## config.mk

```make
export PLATFORM = sky130hd
export DESIGN_NAME = arcade_shell
export DESIGN_NICKNAME = d
export VERILOG_FILES = /design/src/source/arcade_shell_pkg.sv /design/src/source/arcade_shell.sv /design/src/source/control_mapper.sv /design/src/source/control_regs.sv /design/src/source/sigma_delta_dac.sv /design/src/source/spi_user_io.sv
export VERILOG_INCLUDE_DIRS = /design/src /design/src/source
export SDC_FILE = /design/constraint.sdc
export NUM_CORES = 1
export LEC_CHECK = 0
export BUFFER_PORTS_ARGS = -buffer_cell sky130_fd_sc_hd__buf_2
export CAP_MARGIN = 30
export CELL_PAD_IN_SITES_DETAIL_PLACEMENT = 0
export CELL_PAD_IN_SITES_GLOBAL_PLACEMENT = 1
export CORE_UTILIZATION = 47
export CTS_BUF_LIST = sky130_fd_sc_hd__clkbuf_4 sky130_fd_sc_hd__clkbuf_8
export CTS_CLUSTER_DIAMETER = 50
export DETAILED_ROUTE_END_ITERATION = 16
export GPL_TIMING_DRIVEN = 0
export PLACE_DENSITY = 0.74
export REMOVE_ABC_BUFFERS = 1
export SLEW_MARGIN = 10
export SYNTH_ARGS = -nofsm -noshare
export SYNTH_HDL_FRONTEND = slang
export SYNTH_SLANG_ARGS = --single-unit
```

## constraint.sdc

```tcl
create_clock -name clk_sys -period 2.8 [get_ports clk_sys]
set_clock_uncertainty 0.15 [all_clocks]
set_input_delay 0.14 -clock clk_sys [delete_from_list [all_inputs] [get_ports clk_sys]]
set_output_delay 0.14 -clock clk_sys [all_outputs]
set_load 0.05 [all_outputs]
```

## src/source/arcade_shell_config.svh

```systemverilog
// Build constants; the SPI command codes must match the host firmware and CORE_ID is fixed at build.
`ifndef ARCADE_SHELL_CONFIG_SVH
`define ARCADE_SHELL_CONFIG_SVH

// Read-only tag returned at reg_core_id.
`define CORE_ID 32'h5048_4e58

// The cabinet monitor is mounted rotated.
`define ORIENT_ROT 1'b1

// Width of the game audio sample.
`define DAC_BITS 12

// Host command bytes.
`define SPI_CMD_WR 8'h15
`define SPI_CMD_RD 8'h16

`endif

```

## src/source/arcade_shell_pkg.sv

```systemverilog
// Shared bus and control types; addresses are byte offsets on an 8-bit AXI4-Lite space.
`default_nettype none

package arcade_shell_pkg;

	// Master-to-slave half of the AXI4-Lite link.
	typedef struct packed {
		logic        awvalid;
		logic [7:0]  awaddr;
		logic        wvalid;
		logic [31:0] wdata;
		logic [3:0]  wstrb;
		logic        bready;
		logic        arvalid;
		logic [7:0]  araddr;
		logic        rready;
	} axil_req_t;

	// Slave-to-master half of the AXI4-Lite link.
	typedef struct packed {
		logic        awready;
		logic        wready;
		logic        bvalid;
		logic [1:0]  bresp;
		logic        arready;
		logic        rvalid;
		logic [31:0] rdata;
		logic [1:0]  rresp;
	} axil_rsp_t;

	localparam logic [1:0] axil_okay   = 2'b00;
	localparam logic [1:0] axil_slverr = 2'b10;

	localparam logic [7:0] reg_status  = 8'h00;
	localparam logic [7:0] reg_joy0    = 8'h04;
	localparam logic [7:0] reg_joy1    = 8'h08;
	localparam logic [7:0] reg_buttons = 8'h0C;
	localparam logic [7:0] reg_core_id = 8'h10;

	// Bit positions inside a joystick word.
	localparam int joy_right   = 0;
	localparam int joy_left    = 1;
	localparam int joy_down    = 2;
	localparam int joy_up      = 3;
	localparam int joy_fire    = 4;
	localparam int joy_barrier = 5;
	localparam int joy_start   = 6;
	localparam int joy_coin    = 7;

	typedef struct packed {
		logic [31:0] status;
		logic [7:0]  joy0;
		logic [7:0]  joy1;
		logic [3:0]  buttons;
	} shell_cfg_t;

	typedef struct packed {
		logic left;
		logic right;
		logic up;
		logic down;
		logic fire;
		logic barrier;
		logic start;
	} player_ctrl_t;

endpackage

`default_nettype wire

```

## src/source/arcade_shell.sv

```systemverilog
// Board shell top; no PLL inside, so clk_sys must come in already locked and rst_n held until it is.
`timescale 1ns/1ps
`default_nettype none
`include "arcade_shell_config.svh"

module arcade_shell (
	input  wire                          clk_sys,
	input  wire                          rst_n,
	input  wire                          spi_sck,
	input  wire                          spi_ss_io,
	input  wire                          spi_mosi,
	input  wire [`DAC_BITS-1:0]          audio_in,
	output wire                          spi_miso,
	output wire                          audio_out,
	output wire                          core_reset,
	output wire                          coin,
	output wire arcade_shell_pkg::player_ctrl_t player1,
	output wire arcade_shell_pkg::player_ctrl_t player2,
	output wire [1:0]                    scanlines,
	output wire                          blend
);

	import arcade_shell_pkg::*;

	axil_req_t  axil_req;
	axil_rsp_t  axil_rsp;
	shell_cfg_t cfg;

	spi_user_io u_spi_user_io (
		.clk_sys   (clk_sys),
		.rst_n     (rst_n),
		.spi_sck   (spi_sck),
		.spi_ss_io (spi_ss_io),
		.spi_mosi  (spi_mosi),
		.axil_rsp  (axil_rsp),
		.spi_miso  (spi_miso),
		.axil_req  (axil_req)
	);

	control_regs u_control_regs (
		.clk_sys  (clk_sys),
		.rst_n    (rst_n),
		.axil_req (axil_req),
		.axil_rsp (axil_rsp),
		.cfg      (cfg)
	);

	control_mapper u_control_mapper (
		.clk_sys    (clk_sys),
		.rst_n      (rst_n),
		.cfg        (cfg),
		.player1    (player1),
		.player2    (player2),
		.coin       (coin),
		.core_reset (core_reset)
	);

	sigma_delta_dac #(
		.C_BITS (`DAC_BITS)
	) u_sigma_delta_dac (
		.clk_sys (clk_sys),
		.rst_n   (rst_n),
		.dac_in  (audio_in),
		.dac_out (audio_out)
	);

	// Video options go straight to the scan doubler outside this shell.
	assign scanlines = cfg.status[4:3];
	assign blend     = cfg.status[5];

endmodule

`default_nettype wire

```

## src/source/control_mapper.sv

```systemverilog
// Registered player control mapping; rotation is status bit 2 XOR the cabinet's native orientation.
`timescale 1ns/1ps
`default_nettype none
`include "arcade_shell_config.svh"

module control_mapper (
	input  wire                           clk_sys,
	input  wire                           rst_n,
	input  wire arcade_shell_pkg::shell_cfg_t cfg,
	output arcade_shell_pkg::player_ctrl_t player1,
	output arcade_shell_pkg::player_ctrl_t player2,
	output logic                          coin,
	output logic                          core_reset
);

	import arcade_shell_pkg::*;

	logic rotate;

	function automatic player_ctrl_t map_joy(input logic [7:0] joy, input logic rot);
		player_ctrl_t p;
		p.fire    = joy[joy_fire];
		p.barrier = joy[joy_barrier];
		p.start   = joy[joy_start];
		if (rot) begin
			// The stick turns a quarter with the monitor.
			p.up    = joy[joy_right];
			p.right = joy[joy_down];
			p.down  = joy[joy_left];
			p.left  = joy[joy_up];
		end else begin
			p.up    = joy[joy_up];
			p.right = joy[joy_right];
			p.down  = joy[joy_down];
			p.left  = joy[joy_left];
		end
		return p;
	endfunction

	assign rotate = cfg.status[2] ^ `ORIENT_ROT;

	always_ff @(posedge clk_sys) begin
		if (!rst_n) begin
			player1    <= '0;
			player2    <= '0;
			coin       <= 1'b0;
			core_reset <= 1'b0;
		end else begin
			player1    <= map_joy(cfg.joy0, rotate);
			player2    <= map_joy(cfg.joy1, rotate);
			coin       <= cfg.joy0[joy_coin] | cfg.joy1[joy_coin];
			// Menu reset or the board's second button.
			core_reset <= cfg.status[0] | cfg.buttons[1];
		end
	end

endmodule

`default_nettype wire

```

## src/source/control_regs.sv

```systemverilog
// AXI4-Lite register block; joystick registers keep 8 bits and buttons 4, the upper write bits are dropped.
`timescale 1ns/1ps
`default_nettype none
`include "arcade_shell_config.svh"

module control_regs (
	input  wire                          clk_sys,
	input  wire                          rst_n,
	input  wire arcade_shell_pkg::axil_req_t axil_req,
	output arcade_shell_pkg::axil_rsp_t  axil_rsp,
	output arcade_shell_pkg::shell_cfg_t cfg
);

	import arcade_shell_pkg::*;

	logic [31:0] status_q;
	logic [7:0]  joy0_q;
	logic [7:0]  joy1_q;
	logic [3:0]  buttons_q;
	logic        wr_go;
	logic        rd_go;
	logic        wr_ok;
	logic        rd_ok;
	logic [31:0] old_word;
	logic [31:0] wr_word;
	logic [31:0] rd_word;
	logic        bvalid_q;
	logic [1:0]  bresp_q;
	logic        rvalid_q;
	logic [1:0]  rresp_q;
	logic [31:0] rdata_q;

	function automatic logic [31:0] merge_strb(
		input logic [31:0] cur,
		input logic [31:0] upd,
		input logic [3:0]  strb
	);
		logic [31:0] res;
		res = cur;
		for (int i = 0; i < 4; i++)
			if (strb[i])
				res[i*8 +: 8] = upd[i*8 +: 8];
		return res;
	endfunction

	// Both channels are taken in one cycle while no response is outstanding.
	assign wr_go = axil_req.awvalid & axil_req.wvalid & ~bvalid_q;
	assign rd_go = axil_req.arvalid & ~rvalid_q;

	always_comb begin
		wr_ok    = 1'b1;
		old_word = '0;
		case (axil_req.awaddr)
			reg_status:  old_word = status_q;
			reg_joy0:    old_word = {24'd0, joy0_q};
			reg_joy1:    old_word = {24'd0, joy1_q};
			reg_buttons: old_word = {28'd0, buttons_q};
			default:     wr_ok    = 1'b0;
		endcase
		wr_word = merge_strb(old_word, axil_req.wdata, axil_req.wstrb);
	end

	always_comb begin
		rd_ok   = 1'b1;
		rd_word = '0;
		case (axil_req.araddr)
			reg_status:  rd_word = status_q;
			reg_joy0:    rd_word = {24'd0, joy0_q};
			reg_joy1:    rd_word = {24'd0, joy1_q};
			reg_buttons: rd_word = {28'd0, buttons_q};
			reg_core_id: rd_word = `CORE_ID;
			default:     rd_ok   = 1'b0;
		endcase
	end

	always_ff @(posedge clk_sys) begin
		if (!rst_n) begin
			status_q  <= '0;
			joy0_q    <= '0;
			joy1_q    <= '0;
			buttons_q <= '0;
			bvalid_q  <= 1'b0;
			rvalid_q  <= 1'b0;
		end else begin
			if (bvalid_q && axil_req.bready)
				bvalid_q <= 1'b0;
			if (rvalid_q && axil_req.rready)
				rvalid_q <= 1'b0;
			if (wr_go) begin
				bvalid_q <= 1'b1;
				case (axil_req.awaddr)
					reg_status:  status_q  <= wr_word;
					reg_joy0:    joy0_q    <= wr_word[7:0];
					reg_joy1:    joy1_q    <= wr_word[7:0];
					reg_buttons: buttons_q <= wr_word[3:0];
					default:     ;
				endcase
			end
			if (rd_go)
				rvalid_q <= 1'b1;
		end
	end

	// Unmapped reads already carry zero data from the mux above.
	always_ff @(posedge clk_sys) begin
		if (wr_go)
			bresp_q <= wr_ok ? axil_okay : axil_slverr;
		if (rd_go) begin
			rresp_q <= rd_ok ? axil_okay : axil_slverr;
			rdata_q <= rd_word;
		end
	end

	always_comb begin
		axil_rsp.awready = wr_go;
		axil_rsp.wready  = wr_go;
		axil_rsp.bvalid  = bvalid_q;
		axil_rsp.bresp   = bresp_q;
		axil_rsp.arready = rd_go;
		axil_rsp.rvalid  = rvalid_q;
		axil_rsp.rdata   = rdata_q;
		axil_rsp.rresp   = rresp_q;
	end

	always_comb begin
		cfg.status  = status_q;
		cfg.joy0    = joy0_q;
		cfg.joy1    = joy1_q;
		cfg.buttons = buttons_q;
	end

endmodule

`default_nettype wire

```

## src/source/sigma_delta_dac.sv

```systemverilog
// First-order sigma-delta DAC; the output needs an external RC low-pass and has no dither.
`timescale 1ns/1ps
`default_nettype none

module sigma_delta_dac #(
	parameter int C_BITS = 12
) (
	input  wire              clk_sys,
	input  wire              rst_n,
	input  wire [C_BITS-1:0] dac_in,
	output logic             dac_out
);

	logic [C_BITS-1:0] acc_q;
	logic [C_BITS:0]   sum;

	// The carry out of the accumulator is the pulse density.
	assign sum = {1'b0, acc_q} + {1'b0, dac_in};

	always_ff @(posedge clk_sys) begin
		if (!rst_n) begin
			acc_q   <= '0;
			dac_out <= 1'b0;
		end else begin
			acc_q   <= sum[C_BITS-1:0];
			dac_out <= sum[C_BITS];
		end
	end

endmodule

`default_nettype wire

```

## src/source/spi_user_io.sv

```systemverilog
// SPI mode 0 slave sampled in clk_sys; SCK must not exceed clk_sys/8 and only one bus access runs at a time.
`timescale 1ns/1ps
`default_nettype none
`include "arcade_shell_config.svh"

module spi_user_io (
	input  wire                         clk_sys,
	input  wire                         rst_n,
	input  wire                         spi_sck,
	input  wire                         spi_ss_io,
	input  wire                         spi_mosi,
	input  wire arcade_shell_pkg::axil_rsp_t axil_rsp,
	output wire                         spi_miso,
	output arcade_shell_pkg::axil_req_t axil_req
);

	logic [2:0]  sck_s;
	logic [1:0]  ss_s;
	logic [1:0]  mosi_s;
	logic        sel;
	logic        sck_rise;
	logic        sck_fall;
	logic [5:0]  bit_cnt;
	logic [31:0] rx_q;
	logic [7:0]  rx_byte;
	logic [7:0]  cmd_q;
	logic [7:0]  addr_q;
	logic [31:0] wdata_q;
	logic [31:0] tx_q;
	logic        rd_phase;
	logic        wr_issue;
	logic        rd_issue;
	logic        awvalid_q;
	logic        wvalid_q;
	logic        arvalid_q;

	// Two flops per line, plus a third on SCK for edge detection.
	always_ff @(posedge clk_sys) begin
		if (!rst_n) begin
			sck_s  <= '0;
			ss_s   <= '1;
			mosi_s <= '0;
		end else begin
			sck_s  <= {sck_s[1:0], spi_sck};
			ss_s   <= {ss_s[0], spi_ss_io};
			mosi_s <= {mosi_s[0], spi_mosi};
		end
	end

	assign sel      = ~ss_s[1];
	assign sck_rise = sel & sck_s[1] & ~sck_s[2];
	assign sck_fall = sel & ~sck_s[1] & sck_s[2];
	assign rx_byte  = {rx_q[6:0], mosi_s[1]};

	// Bit 7 closes the command byte, bit 15 the address, bit 47 the last write byte.
	assign rd_issue = sck_rise && bit_cnt == 6'd15 && cmd_q == `SPI_CMD_RD;
	assign wr_issue = sck_rise && bit_cnt == 6'd47 && cmd_q == `SPI_CMD_WR;

	always_ff @(posedge clk_sys) begin
		if (!rst_n) begin
			bit_cnt  <= '0;
			cmd_q    <= '0;
			rd_phase <= 1'b0;
		end else if (!sel) begin
			bit_cnt  <= '0;
			rd_phase <= 1'b0;
		end else if (sck_rise && bit_cnt != 6'd48) begin
			bit_cnt <= bit_cnt + 6'd1;
			if (bit_cnt == 6'd7)
				cmd_q <= rx_byte;
			if (rd_issue)
				rd_phase <= 1'b1;
		end
	end

	always_ff @(posedge clk_sys) begin
		if (sck_rise)
			rx_q <= {rx_q[30:0], mosi_s[1]};
		if (sck_rise && bit_cnt == 6'd15)
			addr_q <= rx_byte;
		if (wr_issue)
			wdata_q <= {rx_q[30:0], mosi_s[1]};
	end

	// Each valid drops on its own ready.
	always_ff @(posedge clk_sys) begin
		if (!rst_n) begin
			awvalid_q <= 1'b0;
			wvalid_q  <= 1'b0;
			arvalid_q <= 1'b0;
		end else begin
			if (axil_rsp.awready)
				awvalid_q <= 1'b0;
			if (axil_rsp.wready)
				wvalid_q <= 1'b0;
			if (axil_rsp.arready)
				arvalid_q <= 1'b0;
			if (wr_issue) begin
				awvalid_q <= 1'b1;
				wvalid_q  <= 1'b1;
			end
			if (rd_issue)
				arvalid_q <= 1'b1;
		end
	end

	// Bit 31 is presented as soon as the read data lands.
	// The first falling edge after the address must not shift it away.
	always_ff @(posedge clk_sys) begin
		if (axil_rsp.rvalid)
			tx_q <= axil_rsp.rdata;
		else if (sck_fall && bit_cnt > 6'd16)
			tx_q <= {tx_q[30:0], 1'b0};
	end

	assign spi_miso = rd_phase & tx_q[31];

	always_comb begin
		axil_req         = '0;
		axil_req.awvalid = awvalid_q;
		axil_req.awaddr  = addr_q;
		axil_req.wvalid  = wvalid_q;
		axil_req.wdata   = wdata_q;
		axil_req.wstrb   = 4'hf;
		axil_req.bready  = 1'b1;
		axil_req.arvalid = arvalid_q;
		axil_req.araddr  = addr_q;
		axil_req.rready  = 1'b1;
	end

endmodule

`default_nettype wire

```

Yosys cells after proc, flatten, opt, wreduce, memory -nomap -nowiden
Cells that the tools add are included.
{"block": "totals", "regBits": 242, "in_bits": 17, "output_inout_bits": 21, "wordCells": 93}
{"block": "op_classes", "n_addsub": 2, "magnitude_cmp": 1, "n_eq_ne": 10, "muxes": 11, "n_bitwise": 15, "reduce_logical": 17}
{"operator": "$pmux 32 s5", "n": 1}
{"operator": "$mux 32", "n": 2}
{"operator": "$eq 8x5->1 const B", "n": 3}
{"operator": "$eq 8x4->1 const B", "n": 2}
{"operator": "$add 12x12->13", "n": 1}
{"operator": "$reduce_and 2->1", "n": 5}
{"operator": "$eq 8x3->1 const B", "n": 1}
{"operator": "$logic_not 8->1", "n": 1}
{"operator": "$mux 4", "n": 2}
{"operator": "$and 1x1->1", "n": 7}
{"operator": "$add 6x1->6 const B", "n": 1}
{"operator": "$eq 6x3->1 const B", "n": 1}
{"operator": "$eq 6x4->1 const B", "n": 1}
{"operator": "$eq 6x6->1 const B", "n": 1}
{"operator": "$gt 6x5->1 const B", "n": 1}
{"operator": "$logic_and 1x1->1", "n": 6}
{"operator": "$mux 1", "n": 6}
{"operator": "$ne 6x6->1 const B", "n": 1}
{"operator": "$not 1->1", "n": 6}
{"operator": "$reduce_bool 2->1", "n": 3}
{"operator": "$reduce_and 3->1", "n": 1}
{"operator": "$or 1x1->1", "n": 2}
{"operator": "$reduce_or 2->1", "n": 1}

Longest topological paths before layout
{"block": "logic_depth", "ltp_word": 6, "mapped_depth": 7, "mapped_depth_nobuf": 7}

Cells and area by module
A second synthesis with hierarchy kept.
{"block": "hier_totals", "cells_unflattened": 795, "area_unflattened_um2": 10048.4}
{"module": "spi_user_io", "instances": 1, "cells_per_inst": 275, "area_each_um2": 4709.5, "seq_area_each_um2": 3593.4}
{"module": "control_regs", "instances": 1, "cells_per_inst": 386, "area_each_um2": 3912.5, "seq_area_each_um2": 2102.0}
{"module": "sigma_delta_dac", "instances": 1, "cells_per_inst": 92, "area_each_um2": 907.1, "seq_area_each_um2": 260.2}
{"module": "control_mapper", "instances": 1, "cells_per_inst": 42, "area_each_um2": 519.2, "seq_area_each_um2": 320.3}

Least setup slack after synthesis
Ideal clock, no wire load.
{"block": "synth_path", "path_kind": "reg-to-reg", "from": "register u_spi_user_io.ss_s[1]", "to": "register u_spi_user_io.cmd_q[0]", "setup_ns": 0.128, "t_arrival_ns": 2.772, "t_required_ns": 2.522, "setup_slack_ns": -0.250, "path_stages_with_launch": 5, "n_path_buf": 0, "synth_period_minus_slack_ns": 3.050, "path_cell_list": "dfxtp_1 > nor3b_2 > nand3_1 > mux2i_1 > nor2_1"}
{"block": "synth_between", "elab_chain_len": 5}
{"item": "start: declaration", "line": "spi_user_io.sv:18", "source": "logic [1:0] ss_s;"}
{"item": "start signal: assignment", "line": "spi_user_io.sv:45", "source": "ss_s <= {ss_s[0], spi_ss_io};"}
{"item": "$not 1->1", "line": "spi_user_io.sv:50", "source": "assign sel = ~ss_s[1];"}
{"item": "$and 1x1->1 (2 in a row)", "line": "spi_user_io.sv:51", "source": "assign sck_rise = sel & sck_s[1] & ~sck_s[2];"}
{"item": "via u_spi_user_io.sck_rise", "line": "spi_user_io.sv:21", "source": "logic sck_rise;"}
{"item": "$logic_and 1x1->1", "line": "spi_user_io.sv:67", "source": "end else if (sck_rise && bit_cnt != 6'd48) begin"}
{"item": "$reduce_and 3->1 (no line)"}
{"item": "end signal: assignment", "line": "spi_user_io.sv:70", "source": "cmd_q <= rx_byte;"}
{"item": "end: declaration", "line": "spi_user_io.sv:26", "source": "logic [7:0] cmd_q;"}
The timed path passes the listed nets, and every way through them passes these cells.
A chain may end at the register's enable or synchronous reset.

Worst setup path after layout
{"block": "layout_path", "from": "register u_spi_user_io.addr_q[3]", "to": "register u_control_regs.joy1_q[4]"}
{"block": "layout_between", "elab_chain_len": 2}
{"item": "start: declaration", "line": "spi_user_io.sv:27", "source": "logic [7:0] addr_q;"}
{"item": "start signal: assignment", "line": "spi_user_io.sv:80", "source": "addr_q <= rx_byte;"}
{"item": "$eq 8x4->1", "line": "control_regs.sv:91", "source": "case (axil_req.awaddr)"}
{"item": "$reduce_and 2->1 (no line)"}
{"item": "end signal: assignment", "line": "control_regs.sv:94", "source": "reg_joy1: joy1_q <= wr_word[7:0];"}
{"item": "end: declaration", "line": "control_regs.sv:18", "source": "logic [7:0] joy1_q;"}
Every way passes these cells.

==> impl_summary.txt <==
----------------------------------------------------
[Outcome]
  Run status ... completed

[GRT]
  Maximum number of pins on one net before global-route repair ... 81
  Number of global-route vias before repair ... approximately 5.4k
  All-layer global routing usage ... ~17%
  Remaining Overflow, GRT ... 0
  First-pass GRT wire length ... 26.7 mm
  Initial antenna violation count ... 0

[Worst setup path]
  Crit path max fanout ... 12
  Data required time of the worst path ... 3.01 ns
  Slack of the worst reg-to-reg path ... 0.26 ns
  Type of the setup path with the least slack ... register to register
  Worst Setup End Kind ... register
  FF-to-FF Start ... u_spi_user_io.addr_q[3]
  Worst Reg-to-Reg Cells ... 4
  Sort of element at the start of the critical path ... register
  R2R Path End ... u_control_regs.joy1_q[4]
  Arrival @ worst endpoint ... between 2 and 3 ns
  Start point of the critical path ... u_spi_user_io.addr_q[3]
  Capturing element of the worst setup path ... u_control_regs.joy1_q[4]

[Synthesis]
  Sequential element share of the synthesized area ... 67.8%
  Cell Area, Synth ... ~0.0091 sq mm
  Count of warnings emitted by yosys ... 0
  Post-synthesis cell type count ... 55
  Proportion of synthesized flip-flops having asynchronous set or reset ... 0%
  Number of cells produced by synthesis ... 710
  Post-synthesis area per instance ... roughly 13 sq um
  Post-synth EDFFs ... 135
  Most used DFF post-synth ... sky130_fd_sc_hd__edfxtp_1
  Synth Register Bits ... 242

[Timing]
  Final setup vio count ... 0
  RSZ-0062 raised after global routing ... false
  Crit path time final ... around 2.5 ns
  Total negative slack ... 0 ns
  Share of the cycle needed by the critical path after routing ... approximately 91%
  Relative max-transition margin ... a little under two fifths
  Final Hold Violating Endpoints ... 0
  Slew Limit Fails ... 0
  Peak clock frequency supported by timing ... 394 MHz
  Least-Margin Pin Slew ... 0.931 ns

[Clock network]
  CTS H-Tree Depth ... 2
  Clock Path Buffers ... 3
  Number of clock buffers inserted by TritonCTS ... 41
  Clock net sink count ... 242
  Clock input transition at the sequential cells of the worst setup and hold paths ... 0.06 ns
  Clk Tree Root Cell ... sky130_fd_sc_hd__clkbuf_8
  CTS tree ... yes
  Later-pin clock latency in the skew report ... 0.51 ns

[Placed design]
  Total instance count after detailed placement ... 979
  Port Buf Inserts ... 37
  Placed standard-cell area ... 0.00962 sq mm
  Routability-driven placement congestion ratio ... 0.755
  Hpwl dp ... 9.60 mm

[Power and ir drop]
  Worst-case vdd ir drop ... between 0.0005 and 0.0006 V
  Int Pwr ... 5.92 mW
  Fraction of power consumed by the clock network ... 41.9%
  Net switching power ... 1.67 mW
  Switching share of total power ... between 20 and 25%
  Leak pwr ... 3.91 nW
  Share of total power in combinational logic ... 7.7%
  Seq pwr share ... 50.4%
  PD cells ... 708 mW/mm^2

[Drt]
  First-pass detailed-route iteration total ... 4
  Average routed wire per standard cell ... 14.7 microns
  Count of unresolved DRC violations after routing ... 0
  Remaining number of nets flagged by the antenna check after routing ... 0
  Vias ... ~5.4k
  Post-detailed-routing wire length ... 15.8 mm
  Drt initial violations ... 294
  Vias per cell ... ~5

[Final layout]
  Finished Cell Area ... about 0.011 sq mm
  Non-filler instance count after layout ... 1,078
  Nets@finish ... 820
  Antenna cells ... 0
  Share of post-route cells with drive strength above 1 ... 21.1%
  Area added between synthesis and finish ... 17.3%

[Hold path]
  Worst hold path cell count ... 5
  Hold Path Class ... primary input to register

[Floorplanning]
  Number of top-level design ports ... 38
  Std cell rows ... 50
  Die Ht ... 141 microns
  Die width ... 141 microns
  Placeable core region ... 0.0189 sq mm
  Starting density of the core ... 48.4%
  Die ar. ... 0.0200 sq mm

[Run]
  Max-cap violations ... 0

----------------------------------------------------
stage by stage:
| stage | util [%] | setup slack [ns] | hold WS (ns) | power [mW] |
|---|---|---|---|---|
| CTS | 56.6 | 0.0666 | 0.0236 | 7.69 |
| floorplan | - | -0.276 | 0.0630 | 4.32 |
| global placement | 50.1 | -1.18 | 0.173 | 4.42 |
| detailed placement | 50.9 | -0.353 | 0.177 | 4.44 |
| global route | 56.8 | 0.116 | 0.0969 | 7.92 |
| finish | 56.8 | 0.262 | 0.0639 | 7.59 |
worst min path at each step:
stage                startpoint                    endpoint  slack, ns
CTS                 audio_in[7]  u_sigma_delta_dac.acc_q[7]       0.02
global route        audio_in[7]  u_sigma_delta_dac.acc_q[7]        0.1
floorplan                 rst_n       u_spi_user_io.ss_s[1]       0.06
global placement      spi_ss_io       u_spi_user_io.ss_s[0]       0.17
detailed placement    spi_ss_io       u_spi_user_io.ss_s[0]       0.18
finish              audio_in[7]  u_sigma_delta_dac.acc_q[8]       0.06
cell usage after synthesis, drive strengths merged, types with 4 or more instances:
cell / number / area [sq um]
nor3b: 4 / 35.0
nand2b: 8 / 50.1
mux2: 32 / 360
dfxtp: 107 / 2140
and2: 37 / 231
a21oi: 66 / 330
clkbuf: 19 / 71.3
nand2: 92 / 345
ha: 14 / 175
xnor2: 5 / 43.8
nor2: 48 / 180
a21o: 12 / 95.1
inv: 7 / 26.3
edfxtp: 135 / 4050
nor2b: 5 / 31.3
xor2: 6 / 52.6
buf: 16 / 114
nand3: 23 / 115
o21ai: 12 / 60.1
mux2i: 24 / 240
flip-flops by register name, summed over array words and instances (netlist names), 12 cells and up:
| signal | cells |
|---|---|
| u_control_regs.rdata_q | 32 |
| u_control_regs.status_q | 32 |
| u_spi_user_io.tx_q | 32 |
| u_spi_user_io.wdata_q | 32 |
| u_spi_user_io.rx_q | 31 |
| u_sigma_delta_dac.acc_q | 12 |
per-layer routing:
metal / track usage [%] / part of all wire (%)
met1: 22.5 / 46
met3: 3.98 / 4.7
met4: 5.89 / 1.8
met5: 0 / 0
met2: 27.0 / 47
repair_timing:
item	CTS	global route
gates cloned	1	0
setup buffers	0	2
endpoints found under the setup margin	40	24
hold buffers	21	0
gates resized for setup	0	1
endpoints found under the hold margin	18	0
pin swaps	1	1
cells in the final DEF (no fill, tap or decap), types with 3 or more instances in the layout:
cell                            synthesis  routed
sky130_fd_sc_hd__nor2b_1                5       4
sky130_fd_sc_hd__buf_2                  7      38
sky130_fd_sc_hd__buf_4                  6       3
sky130_fd_sc_hd__nand2b_1               8       8
sky130_fd_sc_hd__o21ai_0               12      12
sky130_fd_sc_hd__nand3_1               23      23
sky130_fd_sc_hd__clkbuf_4               0      15
sky130_fd_sc_hd__and2_1                37      37
sky130_fd_sc_hd__mux4_2                 3       3
sky130_fd_sc_hd__ha_1                  14      14
sky130_fd_sc_hd__inv_1                  6       6
sky130_fd_sc_hd__edfxtp_1             135     135
sky130_fd_sc_hd__dlygate4sd3_1          0      21
sky130_fd_sc_hd__xnor2_1                5       5
sky130_fd_sc_hd__nor3b_1                3       3
sky130_fd_sc_hd__xor2_1                 6       6
sky130_fd_sc_hd__buf_16                 0       3
sky130_fd_sc_hd__mux2_2                32      32
sky130_fd_sc_hd__clkbuf_8               0      48
sky130_fd_sc_hd__nand2_1               92      91
sky130_fd_sc_hd__nor2_1                48      47
sky130_fd_sc_hd__a21o_2                 4       4
sky130_fd_sc_hd__a22oi_1                3       3
sky130_fd_sc_hd__dfxtp_1              107     106
sky130_fd_sc_hd__mux2i_1               24      24
sky130_fd_sc_hd__a21oi_1               66      66
sky130_fd_sc_hd__clkinv_2               0       5
sky130_fd_sc_hd__a21o_1                 8       8
final cells by class:
class / instances / area [sq um]
sequential: 242 / 6200
inverter: 7 / 28.8
clock buffer: 63 / 773
multi-input combinational: 427 / 2770
clock inverter: 10 / 77.6
fill: 1590 / 8170
timing repair buffer: 69 / 552
tap: 260 / 325
kinds of logic after synthesis:
group / share of synthesized area (%)
xor gates and xnor gates: 1.05
buffers and inverters: 2.31
and+or+nand+nor: 13.0
muxes: 7.31
AOI/OAI and AO/OA: 6.39
DFF: 67.8
adders and majority gates: 2.14
worst max-delay path, cell delays in order, from the launching register on:
cell,delay [ns]
sky130_fd_sc_hd__edfxtp_1,0.70
sky130_fd_sc_hd__nor2b_1,0.82
sky130_fd_sc_hd__nand2_1,0.46
sky130_fd_sc_hd__nand2_1,0.18
sky130_fd_sc_hd__a21oi_1,0.08
power by group through the flow:
stage / registers (mW) / logic (mW) / clock network [mW]
2_1_floorplan: 3.91 / 0.416 / 0
3_3_place_gp: 3.90 / 0.524 / 0
3_5_place_dp: 3.90 / 0.542 / 0
4_1_cts: 3.82 / 0.583 / 3.28
5_1_grt: 3.83 / 0.655 / 3.44
6_report: 3.82 / 0.584 / 3.18
No activity file was read; power rests on OpenSTA's default activity.
